==> src/common/zx_bus_pkg.sv <==
/*
 * Shared definitions for the ZX Spectrum paging and ULA port logic:
 * machine model enum, bus data types and fixed constants
 */

`default_nettype none

package zx_bus_pkg;

	// ========================================================================
	// Machine model
	// ========================================================================

	// Sampled while reset is high; code 3 is treated as 48K
	typedef enum logic [1:0] {
		model_48k   = 2'd0,
		model_128k  = 2'd1,
		model_plus3 = 2'd2
	} model_t;

	// ========================================================================
	// Bus types
	// ========================================================================

	// Z80 address bus
	typedef logic [15:0] cpu_addr_t;

	typedef logic [7:0] byte_t;

	// Physical memory address
	// ROM: tag in 20:18, page in 17:14; RAM: bank in 16:14
	typedef logic [20:0] ram_addr_t;

	typedef logic [3:0] rom_page_t;

	// ========================================================================
	// Constants
	// ========================================================================

	// ROM region tag in the upper address bits
	localparam logic [2:0] rom_base_default = 3'b101;

	// Floating bus value for unmapped port reads
	localparam byte_t idle_read = 8'hFF;

endpackage

`default_nettype wire

==> src/hdl/page_regs.sv <==
/*
 * 128K (7FFD) and +3 (1FFD) paging registers with lock bit,
 * and the machine model latched during reset
 */

`timescale 1ns/1ps
`default_nettype none

module page_regs import zx_bus_pkg::*; (
	input  wire       clk_sys,
	input  wire       reset,
	input  model_t    model,
	input  cpu_addr_t cpu_addr,
	input  byte_t     cpu_dout,
	input  wire       io_wr,
	output byte_t     page_reg,
	output byte_t     page_reg_plus3,
	output logic      plus3,
	output logic      zx48
);

	// ========================================================================
	// Machine model
	// ========================================================================

	model_t model_q;

	// Follows the model input for as long as reset is held
	always_ff @(posedge clk_sys) begin
		if (reset) begin
			case (model)
				model_128k:  model_q <= model_128k;
				model_plus3: model_q <= model_plus3;
				default:     model_q <= model_48k;
			endcase
		end
	end

	assign zx48  = (model_q == model_48k);
	assign plus3 = (model_q == model_plus3);

	// ========================================================================
	// Port decode
	// ========================================================================

	logic page_disable;
	logic page_write;
	logic page_write_plus3;

	// Bit 5 of 7FFD locks paging until the next reset
	assign page_disable = zx48 | page_reg[5];

	// 7FFD, partial decode; on +3 bit 14 must be set too
	assign page_write = io_wr
		& ~cpu_addr[15]
		& ~cpu_addr[1]
		& (cpu_addr[14] | ~plus3)
		& ~page_disable;

	// 1FFD exists on +3 only
	assign page_write_plus3 = io_wr
		& plus3
		& ~cpu_addr[15]
		& ~cpu_addr[14]
		& ~cpu_addr[13]
		& cpu_addr[12]
		& ~cpu_addr[1]
		& ~page_disable;

	// ========================================================================
	// Registers
	// ========================================================================

	always_ff @(posedge clk_sys) begin
		if (reset) begin
			page_reg       <= '0;
			page_reg_plus3 <= '0;
		end else if (page_write) begin
			page_reg <= cpu_dout;
		end else if (page_write_plus3) begin
			page_reg_plus3 <= cpu_dout;
		end
	end

endmodule

`default_nettype wire

==> src/hdl/ula_port.sv <==
/*
 * ULA port FE: border, EAR and MIC latches, and the read value
 * built from keyboard columns and tape input
 */

`timescale 1ns/1ps
`default_nettype none

module ula_port import zx_bus_pkg::*; (
	input  wire        clk_sys,
	input  wire        reset,
	input  cpu_addr_t  cpu_addr,
	input  byte_t      cpu_dout,
	input  wire        io_wr,
	input  wire  [4:0] key_cols,
	input  wire        tape_in,
	output logic [2:0] border,
	output logic       ear_out,
	output logic       mic_out,
	output byte_t      fe_read
);

	logic ula_we;

	// ULA answers any even port address
	assign ula_we = io_wr & ~cpu_addr[0];

	always_ff @(posedge clk_sys) begin
		if (reset) begin
			border  <= '0;
			ear_out <= 1'b0;
			mic_out <= 1'b0;
		end else if (ula_we) begin
			border  <= cpu_dout[2:0];
			ear_out <= cpu_dout[4];
			mic_out <= cpu_dout[3];
		end
	end

	// Bits 7 and 5 float high, bit 6 is EAR in
	// Key columns are active low
	assign fe_read = {1'b1, ~tape_in, 1'b1, key_cols};

endmodule

`default_nettype wire

==> src/hdl/bus_mapper.sv <==
/*
 * CPU address to RAM/ROM address mapping, ROM write protection
 * and CPU read-data selection
 */

`timescale 1ns/1ps
`default_nettype none

module bus_mapper import zx_bus_pkg::*; #(
	parameter logic [2:0] rom_base = rom_base_default
) (
	input  cpu_addr_t cpu_addr,
	input  byte_t     cpu_dout,
	input  wire       mem_wr,
	input  wire       mem_rd,
	input  wire       io_rd,
	input  byte_t     page_reg,
	input  byte_t     page_reg_plus3,
	input  wire       plus3,
	input  wire       zx48,
	input  byte_t     fe_read,
	input  byte_t     ram_dout,
	output ram_addr_t ram_addr,
	output logic      ram_we,
	output byte_t     cpu_din
);

	logic        page_special;
	logic [1:0]  quarter;
	logic [13:0] offset;
	logic [1:0]  layout;
	rom_page_t   page_rom;
	logic [2:0]  bank;
	logic        rom_sel;

	// All-RAM modes of the +3
	assign page_special = page_reg_plus3[0];
	assign layout       = page_reg_plus3[2:1];

	assign quarter = cpu_addr[15:14];
	assign offset  = cpu_addr[13:0];

	// ========================================================================
	// ROM page
	// ========================================================================

	// 48K ROM sits at page 7 of the 128K ROM set
	always_comb begin
		if (zx48) begin
			page_rom = 4'b0111;
		end else if (plus3) begin
			page_rom = {2'b10, page_reg_plus3[2], page_reg[4]};
		end else begin
			page_rom = {3'b011, page_reg[4]};
		end
	end

	// ========================================================================
	// RAM bank
	// ========================================================================

	always_comb begin
		if (page_special) begin
			case ({layout, quarter})
				4'b00_00: bank = 3'd0;
				4'b00_01: bank = 3'd1;
				4'b00_10: bank = 3'd2;
				4'b00_11: bank = 3'd3;
				4'b01_00: bank = 3'd4;
				4'b01_01: bank = 3'd5;
				4'b01_10: bank = 3'd6;
				4'b01_11: bank = 3'd7;
				4'b10_00: bank = 3'd4;
				4'b10_01: bank = 3'd5;
				4'b10_10: bank = 3'd6;
				4'b10_11: bank = 3'd3;
				4'b11_00: bank = 3'd4;
				4'b11_01: bank = 3'd7;
				4'b11_10: bank = 3'd6;
				default:  bank = 3'd3;
			endcase
		end else begin
			// Quarter 0 is ROM, bank value unused there
			case (quarter)
				2'd1:    bank = 3'd5;
				2'd2:    bank = 3'd2;
				2'd3:    bank = page_reg[2:0];
				default: bank = 3'd0;
			endcase
		end
	end

	// ========================================================================
	// Address, write enable and read data
	// ========================================================================

	assign rom_sel = ~page_special & (quarter == 2'd0);

	always_comb begin
		if (rom_sel) begin
			ram_addr = {rom_base, page_rom, offset};
		end else begin
			ram_addr = {4'b0000, bank, offset};
		end
	end

	// ROM is read only
	assign ram_we = mem_wr & ~rom_sel;

	always_comb begin
		if (mem_rd) begin
			cpu_din = ram_dout;
		end else if (io_rd & ~cpu_addr[0]) begin
			cpu_din = fe_read;
		end else begin
			cpu_din = idle_read;
		end
	end

endmodule

`default_nettype wire

==> src/hdl/zx_bus_top.sv <==
/*
 * Top level: paging registers, ULA port and bus mapper
 */

`timescale 1ns/1ps
`default_nettype none

module zx_bus_top import zx_bus_pkg::*; #(
	parameter logic [2:0] rom_base = rom_base_default
) (
	input  wire        clk_sys,
	input  wire        reset,
	input  cpu_addr_t  cpu_addr,
	input  byte_t      cpu_dout,
	input  wire        io_wr,
	input  wire        io_rd,
	input  wire        mem_wr,
	input  wire        mem_rd,
	input  model_t     model,
	input  wire  [4:0] key_cols,
	input  wire        tape_in,
	input  byte_t      ram_dout,
	output logic [2:0] border,
	output logic       ear_out,
	output logic       mic_out,
	output ram_addr_t  ram_addr,
	output logic       ram_we,
	output byte_t      cpu_din
);

	byte_t page_reg;
	byte_t page_reg_plus3;
	logic  plus3;
	logic  zx48;
	byte_t fe_read;

	page_regs i_page_regs (
		.clk_sys        (clk_sys),
		.reset          (reset),
		.model          (model),
		.cpu_addr       (cpu_addr),
		.cpu_dout       (cpu_dout),
		.io_wr          (io_wr),
		.page_reg       (page_reg),
		.page_reg_plus3 (page_reg_plus3),
		.plus3          (plus3),
		.zx48           (zx48)
	);

	ula_port i_ula_port (
		.clk_sys  (clk_sys),
		.reset    (reset),
		.cpu_addr (cpu_addr),
		.cpu_dout (cpu_dout),
		.io_wr    (io_wr),
		.key_cols (key_cols),
		.tape_in  (tape_in),
		.border   (border),
		.ear_out  (ear_out),
		.mic_out  (mic_out),
		.fe_read  (fe_read)
	);

	bus_mapper #(
		.rom_base (rom_base)
	) i_bus_mapper (
		.cpu_addr       (cpu_addr),
		.cpu_dout       (cpu_dout),
		.mem_wr         (mem_wr),
		.mem_rd         (mem_rd),
		.io_rd          (io_rd),
		.page_reg       (page_reg),
		.page_reg_plus3 (page_reg_plus3),
		.plus3          (plus3),
		.zx48           (zx48),
		.fe_read        (fe_read),
		.ram_dout       (ram_dout),
		.ram_addr       (ram_addr),
		.ram_we         (ram_we),
		.cpu_din        (cpu_din)
	);

endmodule

`default_nettype wire

==> config.mk <==
export PLATFORM = sky130hd
export DESIGN_NAME = zx_bus_top
export DESIGN_NICKNAME = d
export VERILOG_FILES = /design/src/common/zx_bus_pkg.sv /design/src/hdl/page_regs.sv /design/src/hdl/ula_port.sv /design/src/hdl/bus_mapper.sv /design/src/hdl/zx_bus_top.sv
export SDC_FILE = /design/constraint.sdc
export NUM_CORES = 1
export LEC_CHECK = 0
export BUFFER_PORTS_ARGS = -buffer_cell sky130_fd_sc_hd__buf_2
export CELL_PAD_IN_SITES_DETAIL_PLACEMENT = 0
export CELL_PAD_IN_SITES_GLOBAL_PLACEMENT = 1
export CORE_ASPECT_RATIO = 1.4
export CORE_MARGIN = 2
export CORE_UTILIZATION = 28
export CTS_BUF_LIST = sky130_fd_sc_hd__clkbuf_8
export CTS_CLUSTER_DIAMETER = 120
export DETAILED_ROUTE_END_ITERATION = 8
export MAX_ROUTING_LAYER = met4
export PLACE_DENSITY = 0.89
export SKIP_CTS_REPAIR_TIMING = 1
export SLEW_MARGIN = 10
export SYNTH_ARGS = -nofsm -noshare
export SYNTH_HDL_FRONTEND = slang
export SYNTH_SLANG_ARGS = --single-unit
==> constraint.sdc <==
create_clock -name clk_sys -period 4.7 [get_ports clk_sys]
set_clock_uncertainty 0.1 [all_clocks]
set_input_delay 0.94 -clock clk_sys [delete_from_list [all_inputs] [get_ports clk_sys]]
set_output_delay 0.94 -clock clk_sys [all_outputs]
set_load 0.1 [all_outputs]
==> reports/results.env, run 1 <==
CLOCKBUFFERDEPTH=2
SYNTHCELLS=122
TOTAL_POWER_DIVIDED_BY_CELL_AREA_nW_PER_UM2=323
FINALWIRELENGTH_UM=2240
SYNTH.CELL_AREA_UM2=963
LARGEST_REGISTER_FF_COUNT=5
SEQ_AREA_UM2=320
POST-SYNTH-TOP-AREA-FRACTION_PCT=27.0
HOLD_PATH_CLASS='reg -> reg'
FINALNONFILLERCELLS=200
CP_CELL_SEQUENCE='buf_2 > nor3_1 > and2_1 > buf_2'
FINISH.UTILIZATION_PCT=35.8
CRITPATHARRIVALTIME_NS=2.11
INTERNAL_POWER_W=0.000222
PATH_COMMON_CELL='buf_2'
FLOORPLAN.DIE_AREA_UM2=3930
INITIAL_CORE_UTILIZATION_PCT=28.8
CORE-AREA_UM2=3350
DRV_CAP=0
ROUTE.ANTENNA.REMAINING_NETS=0
CRIT_PATH_MAX_FANOUT=7
ROUTABILITYCONGESTION=0.769
FP.DIEH_UM=73.4
FRACTION_OF_FINAL_LAYOUT_CELLS_WITH_DRIVE_STRENGTH_GREATER_THAN_1_PCT=40.0
POST_SYNTH_NUM_CELL_TYPES=29
LAYOUT.CELLS.MOST_COMMON='buf_2'
CLKSINKCOUNT=15
VIAS_PER_CELL=4.72
YS_SEQ_ELEMENTS=15
YOSYSTOPAREACELL='dfxtp_1'
WORSTSETUPENDPOINTTYPE='primary output'
DETAIL_ROUTE.DRC_VIOLATIONS=0
FINAL.PERIOD_UTILIZATION_PCT=67.1
CLOCK_POWER_SHARE_PCT=25.8
PWR-SHARE-COMB_PCT=38.5
PORT-BUFFER-COUNT=57
PLACEMENTROWS=25
CLK-INSERTION-DELAY-LATE_NS=0.24
AREA_GROWTH_PCT=24.3
SYNTHARSTFLOPSHARE_PCT=0
CTSHTREEMAXLEVEL=1
SWITCHING_SHARE_PCT=42.6
ANTENNA-DIODE-COUNT=0
AVG_WL_PER_CELL_UM=11.2
CRITICALPATHCATEGORY='in -> out'
SYNTH_SEQ_AREA_SHARE_PCT=33.2
FMAX_GHz=0.317
MULTIINPUTGATEAREA_UM2=470
CTS.ROOT.BUFFER_CELL='clkbuf_8'
FINALCRITICALPERIOD_NS=3.15
TRITONCTS='built'
FINAL.FILL_COUNT=364
CP_DATA_REQUIRED_TIME_NS=3.66
GRT_PASS1_WL_UM=3590
DIE_X_UM=53.6
STATIC-LEAKAGE-POWER_nW=0.556
HOLD_VIOL_FINAL=0
START_KIND='primary input'
NUMBER_OF_DESIGN_RULE_VIOLATIONS_LEFT_BY_THE_FIRST_DETAILED_ROUTER_ITERATION=10
FINAL_MAX_SLEW_VIOL_COUNT=0
FINALNETCOUNT=207
INITIAL_ANTENNA_VIOLATION_COUNT=0
RUN_STATUS='complete, no violations'
GRT_MAX_DEGREE=16
PLACE_INST=196
ROUTED-VIA-COUNT=944
TIMING.CRITICAL_PATH.SLOWEST_STAGE_CELL='buf_2'
SYNTH_TOP_FLOP_CELL='dfxtp_1'
IO_PINS=81
SYNTH.AREA.TOP_CELLS='dfxtp_1 27%, buf_4 13%, a21oi_1 8.3%'
SYNTHESIS.NETS=168
DP_HPWL_UM=1890
P_SW_W=0.000165
POSTSYNTHAREAPERCELL_UM2=7.90
CLKSLEWWORSTSETUPHOLDPATHS_NS=0.05
DETAILEDROUTE.FIRSTPASSITERATIONCOUNT=4
YOSYSWARNINGCOUNT=0
SEQUENTIALPOWERSHARE_PCT=35.7
TIMING.FINAL.SETUP_VIOLATIONS=0
GRT_REMAINING_OVERFLOW=0
GLOBALROUTETOTALUTIL_PCT=12.5
IR_DROP_uV=174
TIMING.SLEW.HEADROOM_PCT=54.9
MAX_SLEW.WORST_PIN.SLEW_NS=0.674
FIRST_GLOBAL_VIAS=869
FINALSETUPTNS_NS=0
MOST_FREQUENT_CELLS_IN_THE_LAYOUT='57 x buf_2, 16 x a21oi_1, 13 x dfxtp_1'
CTS_BUFFERS=3
CPPEAKSTAGEDELAY_NS=0.43
RSZ0062_AT_GRT='no'
EDFF_COUNT_SYNTH=2
[cell families after synthesis]
| logic type | synth area share [%] |
|---|---|
| AOI/OAI and AO/OA | 18.6 |
| buffers and inverters | 18.4 |
| DFF | 33.2 |
| muxes | 5.20 |
| other | 0.389 |
| and+or+nand+nor | 24.2 |
[layout make-up]
type / instances / area share (%)
multi-input combinational: 77 / 39.3
clock buffer: 3 / 3.45
timing repair buffer: 57 / 23.8
clock inverter: 1 / 0.313
sequential: 15 / 26.8
inverter: 7 / 2.19
tap: 40 / 4.18
[worst paths after layout]
kind                                        start                                         end  slack [ns]  depth (start not counted)
min          i_page_regs.page_reg[1]$_SDFFE_PP0N_        i_page_regs.page_reg[1]$_SDFFE_PP0N_        0.37                          2
min reg2reg  i_page_regs.page_reg[1]$_SDFFE_PP0N_        i_page_regs.page_reg[1]$_SDFFE_PP0N_        0.37                          2
max reg2reg  i_page_regs.page_reg[5]$_SDFFE_PP0N_  i_page_regs.page_reg_plus3[0]$_SDFFE_PP0P_        3.13                          3
max                                  cpu_addr[15]                                ram_addr[17]        1.55                          4
[critical path, delay by kind of cell]
| kind | cells | cell delay, ns |
|---|---|---|
| buffers and inverters | 2 | 0.57 |
| AND/OR/NAND/NOR | 2 | 0.59 |
[synth_stat cells, drive strengths merged, types with 4 or more instances]
cell type  count
a21oi         16
buf           17
clkbuf         6
nand2b         5
nor2b          4
mux2i          5
dfxtp         13
o21ai          8
nand4          4
nor3           6
nand3          5
inv            7
nor2           6
[routing by layer]
| layer | wire (um) | GRT usage, % | vias up |
|---|---|---|---|
| met3 | 153 | 1.63 | 8 |
| met2 | 1120 | 21.7 | 40 |
| met5 | 0 | - | - |
| met1 | 915 | 13.3 | 407 |
| li1 | - | - | 489 |
| met4 | 44 | 6.84 | 0 |
[per-stage QoR]
stage	worst slack (ns)	total power [W]	area, um^2	hold WS, ns
2_1_floorplan	0.0894	0.000303	968	0.344
3_3_place_gp	1.53	0.000290	1150	0.365
3_5_place_dp	1.53	0.000291	1150	0.366
4_1_cts	1.52	0.000390	1200	0.373
5_1_grt	1.40	0.000402	1200	0.398
6_report	1.55	0.000387	1200	0.369
[power groups by stage]
stage / logic, W / registers, W / clock network [W]
after floorplan: 0.000148 / 0.000155 / 0
after global placement: 0.000149 / 0.000141 / 0
after detailed placement: 0.000150 / 0.000141 / 0
after CTS: 0.000150 / 0.000138 / 0.000102
after global routing: 0.000157 / 0.000139 / 0.000107
final: 0.000149 / 0.000138 / 0.0000998
No activity file was read; power rests on OpenSTA's default activity.
==> run 2, diff against run 1 <==
Settings changed: ABC_AREA set to 1, CORE_UTILIZATION 28 to 25, PLACE_DENSITY 0.89 to 0.83.
Clock period 4.7 ns to 3 ns, I/O delays scaled along.
==> reports/results.env, run 2 <==
CTS_BUFFERS=3
FIRST_GLOBAL_VIAS=897
FLOORPLAN.DIE_AREA_UM2=4410
CP_DATA_REQUIRED_TIME_NS=2.30
SYNTH.CELL_AREA_UM2=971
FMAX_GHz=0.422
RUN_STATUS='complete, no violations'
INITIAL_ANTENNA_VIOLATION_COUNT=0
MOST_FREQUENT_CELLS_IN_THE_LAYOUT='57 x buf_2, 34 x nor2_1, 17 x inv_1, 17 x nand2_1'
FINAL.FILL_COUNT=412
CORE-AREA_UM2=3680
ANTENNA-DIODE-COUNT=0
EDFF_COUNT_SYNTH=2
SYNTH_TOP_FLOP_CELL='dfxtp_1'
CLKSINKCOUNT=15
LARGEST_REGISTER_FF_COUNT=5
SYNTHMOSTINSTANTIATEDCELL='nor2_1'
MAX_SLEW.WORST_PIN.SLEW_NS=0.663
NUMBER_OF_DESIGN_RULE_VIOLATIONS_LEFT_BY_THE_FIRST_DETAILED_ROUTER_ITERATION=17
GLOBALROUTETOTALUTIL_PCT=10.7
GRT_PASS1_WL_UM=3710
M1WIRELENGTH_UM=921
DP_HPWL_UM=1860
PLACEMENTROWS=26
TOTAL_POWER_DIVIDED_BY_CELL_AREA_nW_PER_UM2=517
DRV_CAP=0
INITIAL_CORE_UTILIZATION_PCT=26.4
TRITONCTS='built'
NETLIST_TOP_CELLS_COUNT='34 x nor2_1, 18 x buf_4, 17 x nand2_1'
VIAS_PER_CELL=4.33
AVG_WL_PER_CELL_UM=9.52
LAYOUT.CELLS.MOST_COMMON='buf_2'
CRITPATHARRIVALTIME_NS=1.67
CTS.ROOT.BUFFER_CELL='clkbuf_8'
YS_SEQ_ELEMENTS=15
TIMING.SLEW.HEADROOM_PCT=55.6
DPL_CELL_AREA_UM2=1180
POSTSYNTHAREAPERCELL_UM2=6.56
SYNTHCELLS=148
GRT_MAX_DEGREE=13
HOLD_VIOL_FINAL=0
POST_SYNTH_NUM_CELL_TYPES=24
ROUTE.ANTENNA.REMAINING_NETS=0
PORT-BUFFER-COUNT=57
SEQ_AREA_UM2=320
FINAL_MAX_SLEW_VIOL_COUNT=0
POST-SYNTH-TOP-AREA-FRACTION_PCT=26.8
CLKSLEWWORSTSETUPHOLDPATHS_NS=0.06
CLOCKBUFFERDEPTH=2
FINALWIRELENGTH_UM=2200
RSZ0062_AT_GRT='no'
SYNTH_SEQ_AREA_SHARE_PCT=33.0
CLK-INSERTION-DELAY-LATE_NS=0.25
IR_DROP_uV=254
TIMING.FINAL.SETUP_VIOLATIONS=0
SYNTHESIS.NETS=194
DESIGN_AREA_UM2=1220
FP.DIEH_UM=77.7
ROUTE.MET3.WL_UM=230
WL_MET2_UM=983
FRACTION_OF_FINAL_LAYOUT_CELLS_WITH_DRIVE_STRENGTH_GREATER_THAN_1_PCT=37.0
STATIC-LEAKAGE-POWER_nW=0.644
DETAILEDROUTE.FIRSTPASSITERATIONCOUNT=4
SYNTHARSTFLOPSHARE_PCT=0
YOSYSWARNINGCOUNT=0
START_KIND='primary input'
ROUTABILITYCONGESTION=0.793
DETAIL_ROUTE.DRC_VIOLATIONS=0
GRT_REMAINING_OVERFLOW=0
MULTIINPUTGATEAREA_UM2=449
TOP_LAYER='met4'
FINALNETCOUNT=236
ROUTED-VIA-COUNT=1001
YOSYSTOPAREACELL='dfxtp_1'
CRITICALPATHCATEGORY='in -> out'
CTSHTREEMAXLEVEL=1
AREA_GROWTH_PCT=26.0
FINAL.PERIOD_UTILIZATION_PCT=79.0
WORSTSETUPENDPOINTTYPE='primary output'
CRIT_PATH_MAX_FANOUT=6
DIE_X_UM=56.7
FINALCRITICALPERIOD_NS=2.37
FINALSETUPTNS_NS=0
IO_PINS=81
HOLD_PATH_CLASS='reg -> reg'
SYNTH.AREA.TOP_CELLS='dfxtp_1 27%, buf_4 14%, nor2_1 13%'
==> run 2: worst paths after layout <==
check             slack, ns                            startpoint  cells past startpoint                                   end
setup / recovery       0.63                          cpu_addr[15]                      5                          ram_addr[14]
hold / removal         0.36  i_page_regs.page_reg[5]$_SDFFE_PP0N_                      2  i_page_regs.page_reg[5]$_SDFFE_PP0N_
setup reg to reg       1.52  i_page_regs.page_reg[5]$_SDFFE_PP0N_                      6  i_page_regs.page_reg[2]$_SDFFE_PP0N_
hold reg to reg        0.36  i_page_regs.page_reg[5]$_SDFFE_PP0N_                      2  i_page_regs.page_reg[5]$_SDFFE_PP0N_
==> run 2: metal layers <==
metal  global-route usage (%)  vias to the layer above
met3                     1.33                        9
met1                     12.4                      404
met4                     5.95                        0
met5                        -                        -
li1                         -                      535
met2                     17.7                       53
==> run 2: power by group <==
part | total [W] | internal (W) | switching (W)
Combinational | 0.000256 | 0.0000477 | 0.000209
Clock | 0.000158 | 0.0000906 | 0.0000672
Sequential | 0.000218 | 0.000214 | 0.00000485
==> run 2: kinds of logic (layout without fill, tap and decap cells) <==
logic type,after synthesis,count (layout),synth area share [%]
DFF,15,15,33.0
other,1,1,0.386
AOI/OAI and AO/OA,25,25,14.6
buffers and inverters,39,80,22.0
and+or+nand+nor,68,68,30.0
==> run 2: stage by stage <==
| step | worst slack, ns | util [%] | cells | power (W) | hold slack (ns) |
|---|---|---|---|---|---|
| floorplan | -0.0483 | - | 148 | 0.000498 | 0.329 |
| global placement | 0.622 | 32.1 | 227 | 0.000480 | 0.345 |
| detailed placement | 0.617 | 32.1 | 227 | 0.000480 | 0.351 |
| CTS | 0.617 | 33.3 | 231 | 0.000639 | 0.359 |
| global route | 0.534 | 33.3 | 231 | 0.000663 | 0.390 |
| finish | 0.631 | 33.3 | 231 | 0.000633 | 0.355 |
==> run 2: cell type report <==
| class | count | area share, % |
|---|---|---|
| multi-input cells | 94 | 36.7 |
| flip-flops and latches | 15 | 26.2 |
| repair buffers | 57 | 23.3 |
| inverters | 19 | 5.83 |
| well taps | 42 | 4.29 |
| clock buffers | 3 | 3.37 |
| clock inverters | 1 | 0.307 |
==> run 2: critical path, cell delays in order <==
cell,delay (ns)
buf_2,0.13
nor3_2,0.31
o21ai_1,0.11
o21ai_1,0.08
buf_2,0.43
==> run 3, diff against run 2 <==
Clock period 3 ns to 2.3 ns, I/O delays scaled along.
==> reports/results.env, run 3 (synthesized netlist as in run 2, its figures left out) <==
FP.DIEH_UM=77.7
CP_CELL_SEQUENCE='nor3_2 > buf_4 > nor2_2 > buf_2'
CORE-AREA_UM2=3680
DETAILEDROUTE.FIRSTPASSITERATIONCOUNT=4
GLOBALROUTETOTALUTIL_PCT=10.4
CLK-INSERTION-DELAY-LATE_NS=0.24
ROUTABILITYCONGESTION=0.682
CRIT_PATH_MAX_FANOUT=8
REPORT.POWER.TOTAL_W=0.000857
SEQ_AREA_UM2=320
HOLD_VIOL_FINAL=0
ROUTED-VIA-COUNT=1004
FINALNETCOUNT=238
FMAX_GHz=0.475
FINALCRITICALPERIOD_NS=2.10
STATIC-LEAKAGE-POWER_nW=0.677
DETAIL_ROUTE.DRC_VIOLATIONS=0
WORST_PATH_DOMINANT_CELL_FAMILY='buffers and inverters'
INITIAL_ANTENNA_VIOLATION_COUNT=0
RUN_STATUS='complete, no violations'
INITIAL_CORE_UTILIZATION_PCT=26.4
START_KIND='flop'
GRT_REMAINING_OVERFLOW=0
GRT_MAX_DEGREE=13
AVG_WL_PER_CELL_UM=9.71
REGTOREGSTARTPOINT='i_page_regs.model_q[0]$_DFFE_PP_'
CLKSLEWWORSTSETUPHOLDPATHS_NS=0.06
CLOCKBUFFERDEPTH=2
CRITICALPATHCATEGORY='reg -> out'
WORSTSETUPENDPOINTTYPE='primary output'
WORST_SETUP_PATH_STARTPOINT='i_page_regs.page_reg_plus3[0]$_SDFFE_PP0P_'
FINALWIRELENGTH_UM=2260
WORST_HOLD_STARTPOINT='reset'
ANTENNA-DIODE-COUNT=0
PORT-BUFFER-COUNT=57
PLACEMENTROWS=26
CTS.ROOT.BUFFER_CELL='clkbuf_8'
DIE_X_UM=56.7
AREA_GROWTH_PCT=37.0
NUMBER_OF_DESIGN_RULE_VIOLATIONS_LEFT_BY_THE_FIRST_DETAILED_ROUTER_ITERATION=11
ROUTE.ANTENNA.REMAINING_NETS=0
TIMING.FINAL.SETUP_VIOLATIONS=0
GRT_PASS1_WL_UM=3570
LARGEST_REGISTER_FF_COUNT=5
LAYOUT.CELLS.MOST_COMMON='buf_2'
TRITONCTS='built'
MULTIINPUTGATEAREA_UM2=464
DPL_CELL_AREA_UM2=1280
FLOORPLAN.DIE_AREA_UM2=4410
MOST_FREQUENT_CELLS_IN_THE_LAYOUT='52 x buf_2, 33 x nor2_1, 17 x nand2_1'
IR_DROP_uV=367
CPPEAKSTAGEDELAY_NS=0.51
HOLD_PATH_CLASS='in -> reg'
TIMING.CRITICAL_PATH.SLOWEST_STAGE_CELL='dfxtp_1'
DP_HPWL_UM=1920
CRITPATHBUFINV=2
CP_DATA_REQUIRED_TIME_NS=1.74
DESIGN_AREA_UM2=1330
FINAL_MAX_SLEW_VIOL_COUNT=0
VIAS_PER_CELL=4.31
CRITPATHARRIVALTIME_NS=1.54
FINAL.PERIOD_UTILIZATION_PCT=91.5
FINAL.FILL_COUNT=412
TOTAL_POWER_DIVIDED_BY_CELL_AREA_nW_PER_UM2=644
CTSHTREEMAXLEVEL=1
IO_PINS=81
RSZ0062_AT_GRT='no'
FIRST_GLOBAL_VIAS=908
FRACTION_OF_FINAL_LAYOUT_CELLS_WITH_DRIVE_STRENGTH_GREATER_THAN_1_PCT=39.3
DRV_CAP=0
CTS_BUFFERS=3
CLKSINKCOUNT=15
[run 3: cell type report]
class,count,share of cell area [%]
Clock inverter,1,0.376
Timing Repair Buffer,59,28.2
Inverter,19,5.36
Multi-Input combinational cell,94,34.9
Clock buffer,3,3.10
Sequential cell,15,24.1
Tap cell,42,3.95
[run 3: final timing paths]
path                                                              endpoint  slack, ns  depth (start not counted)
worst min-delay path                  i_page_regs.page_reg[5]$_SDFFE_PP0N_       0.32                          2
worst min register to register        i_page_regs.page_reg[5]$_SDFFE_PP0N_       0.36                          2
worst max register to register  i_page_regs.page_reg_plus3[2]$_SDFFE_PP0P_       0.91                          6
worst max-delay path                                                ram_we       0.20                          4
[run 3: report_power, final]
part	total [W]	leakage (nW)	switching, W	internal [W]
combinational	0.000366	0.526	0.000280	0.0000861
sequential	0.000285	0.125	0.00000641	0.000279
clock	0.000206	0.0255	0.0000860	0.000120
[run 3: layer usage]
metal	wire length [um]	track usage, %
met5	0	-
met4	55	6.19
met3	203	1.17
met2	1080	18.7
met1	921	10.5
[run 3: stage by stage]
stage                     setup TNS [ns]  hold WS (ns)  util (%)  setup slack (ns)  instances
after floorplan                    -1.75         0.329         -            -0.351        148
after global placement                 0         0.344      34.9             0.356        229
after detailed placement               0         0.352      34.9             0.351        229
after CTS                              0         0.322      36.2             0.179        233
after global routing                   0         0.321      36.2             0.114        233
final                                  0         0.324      36.2             0.196        233
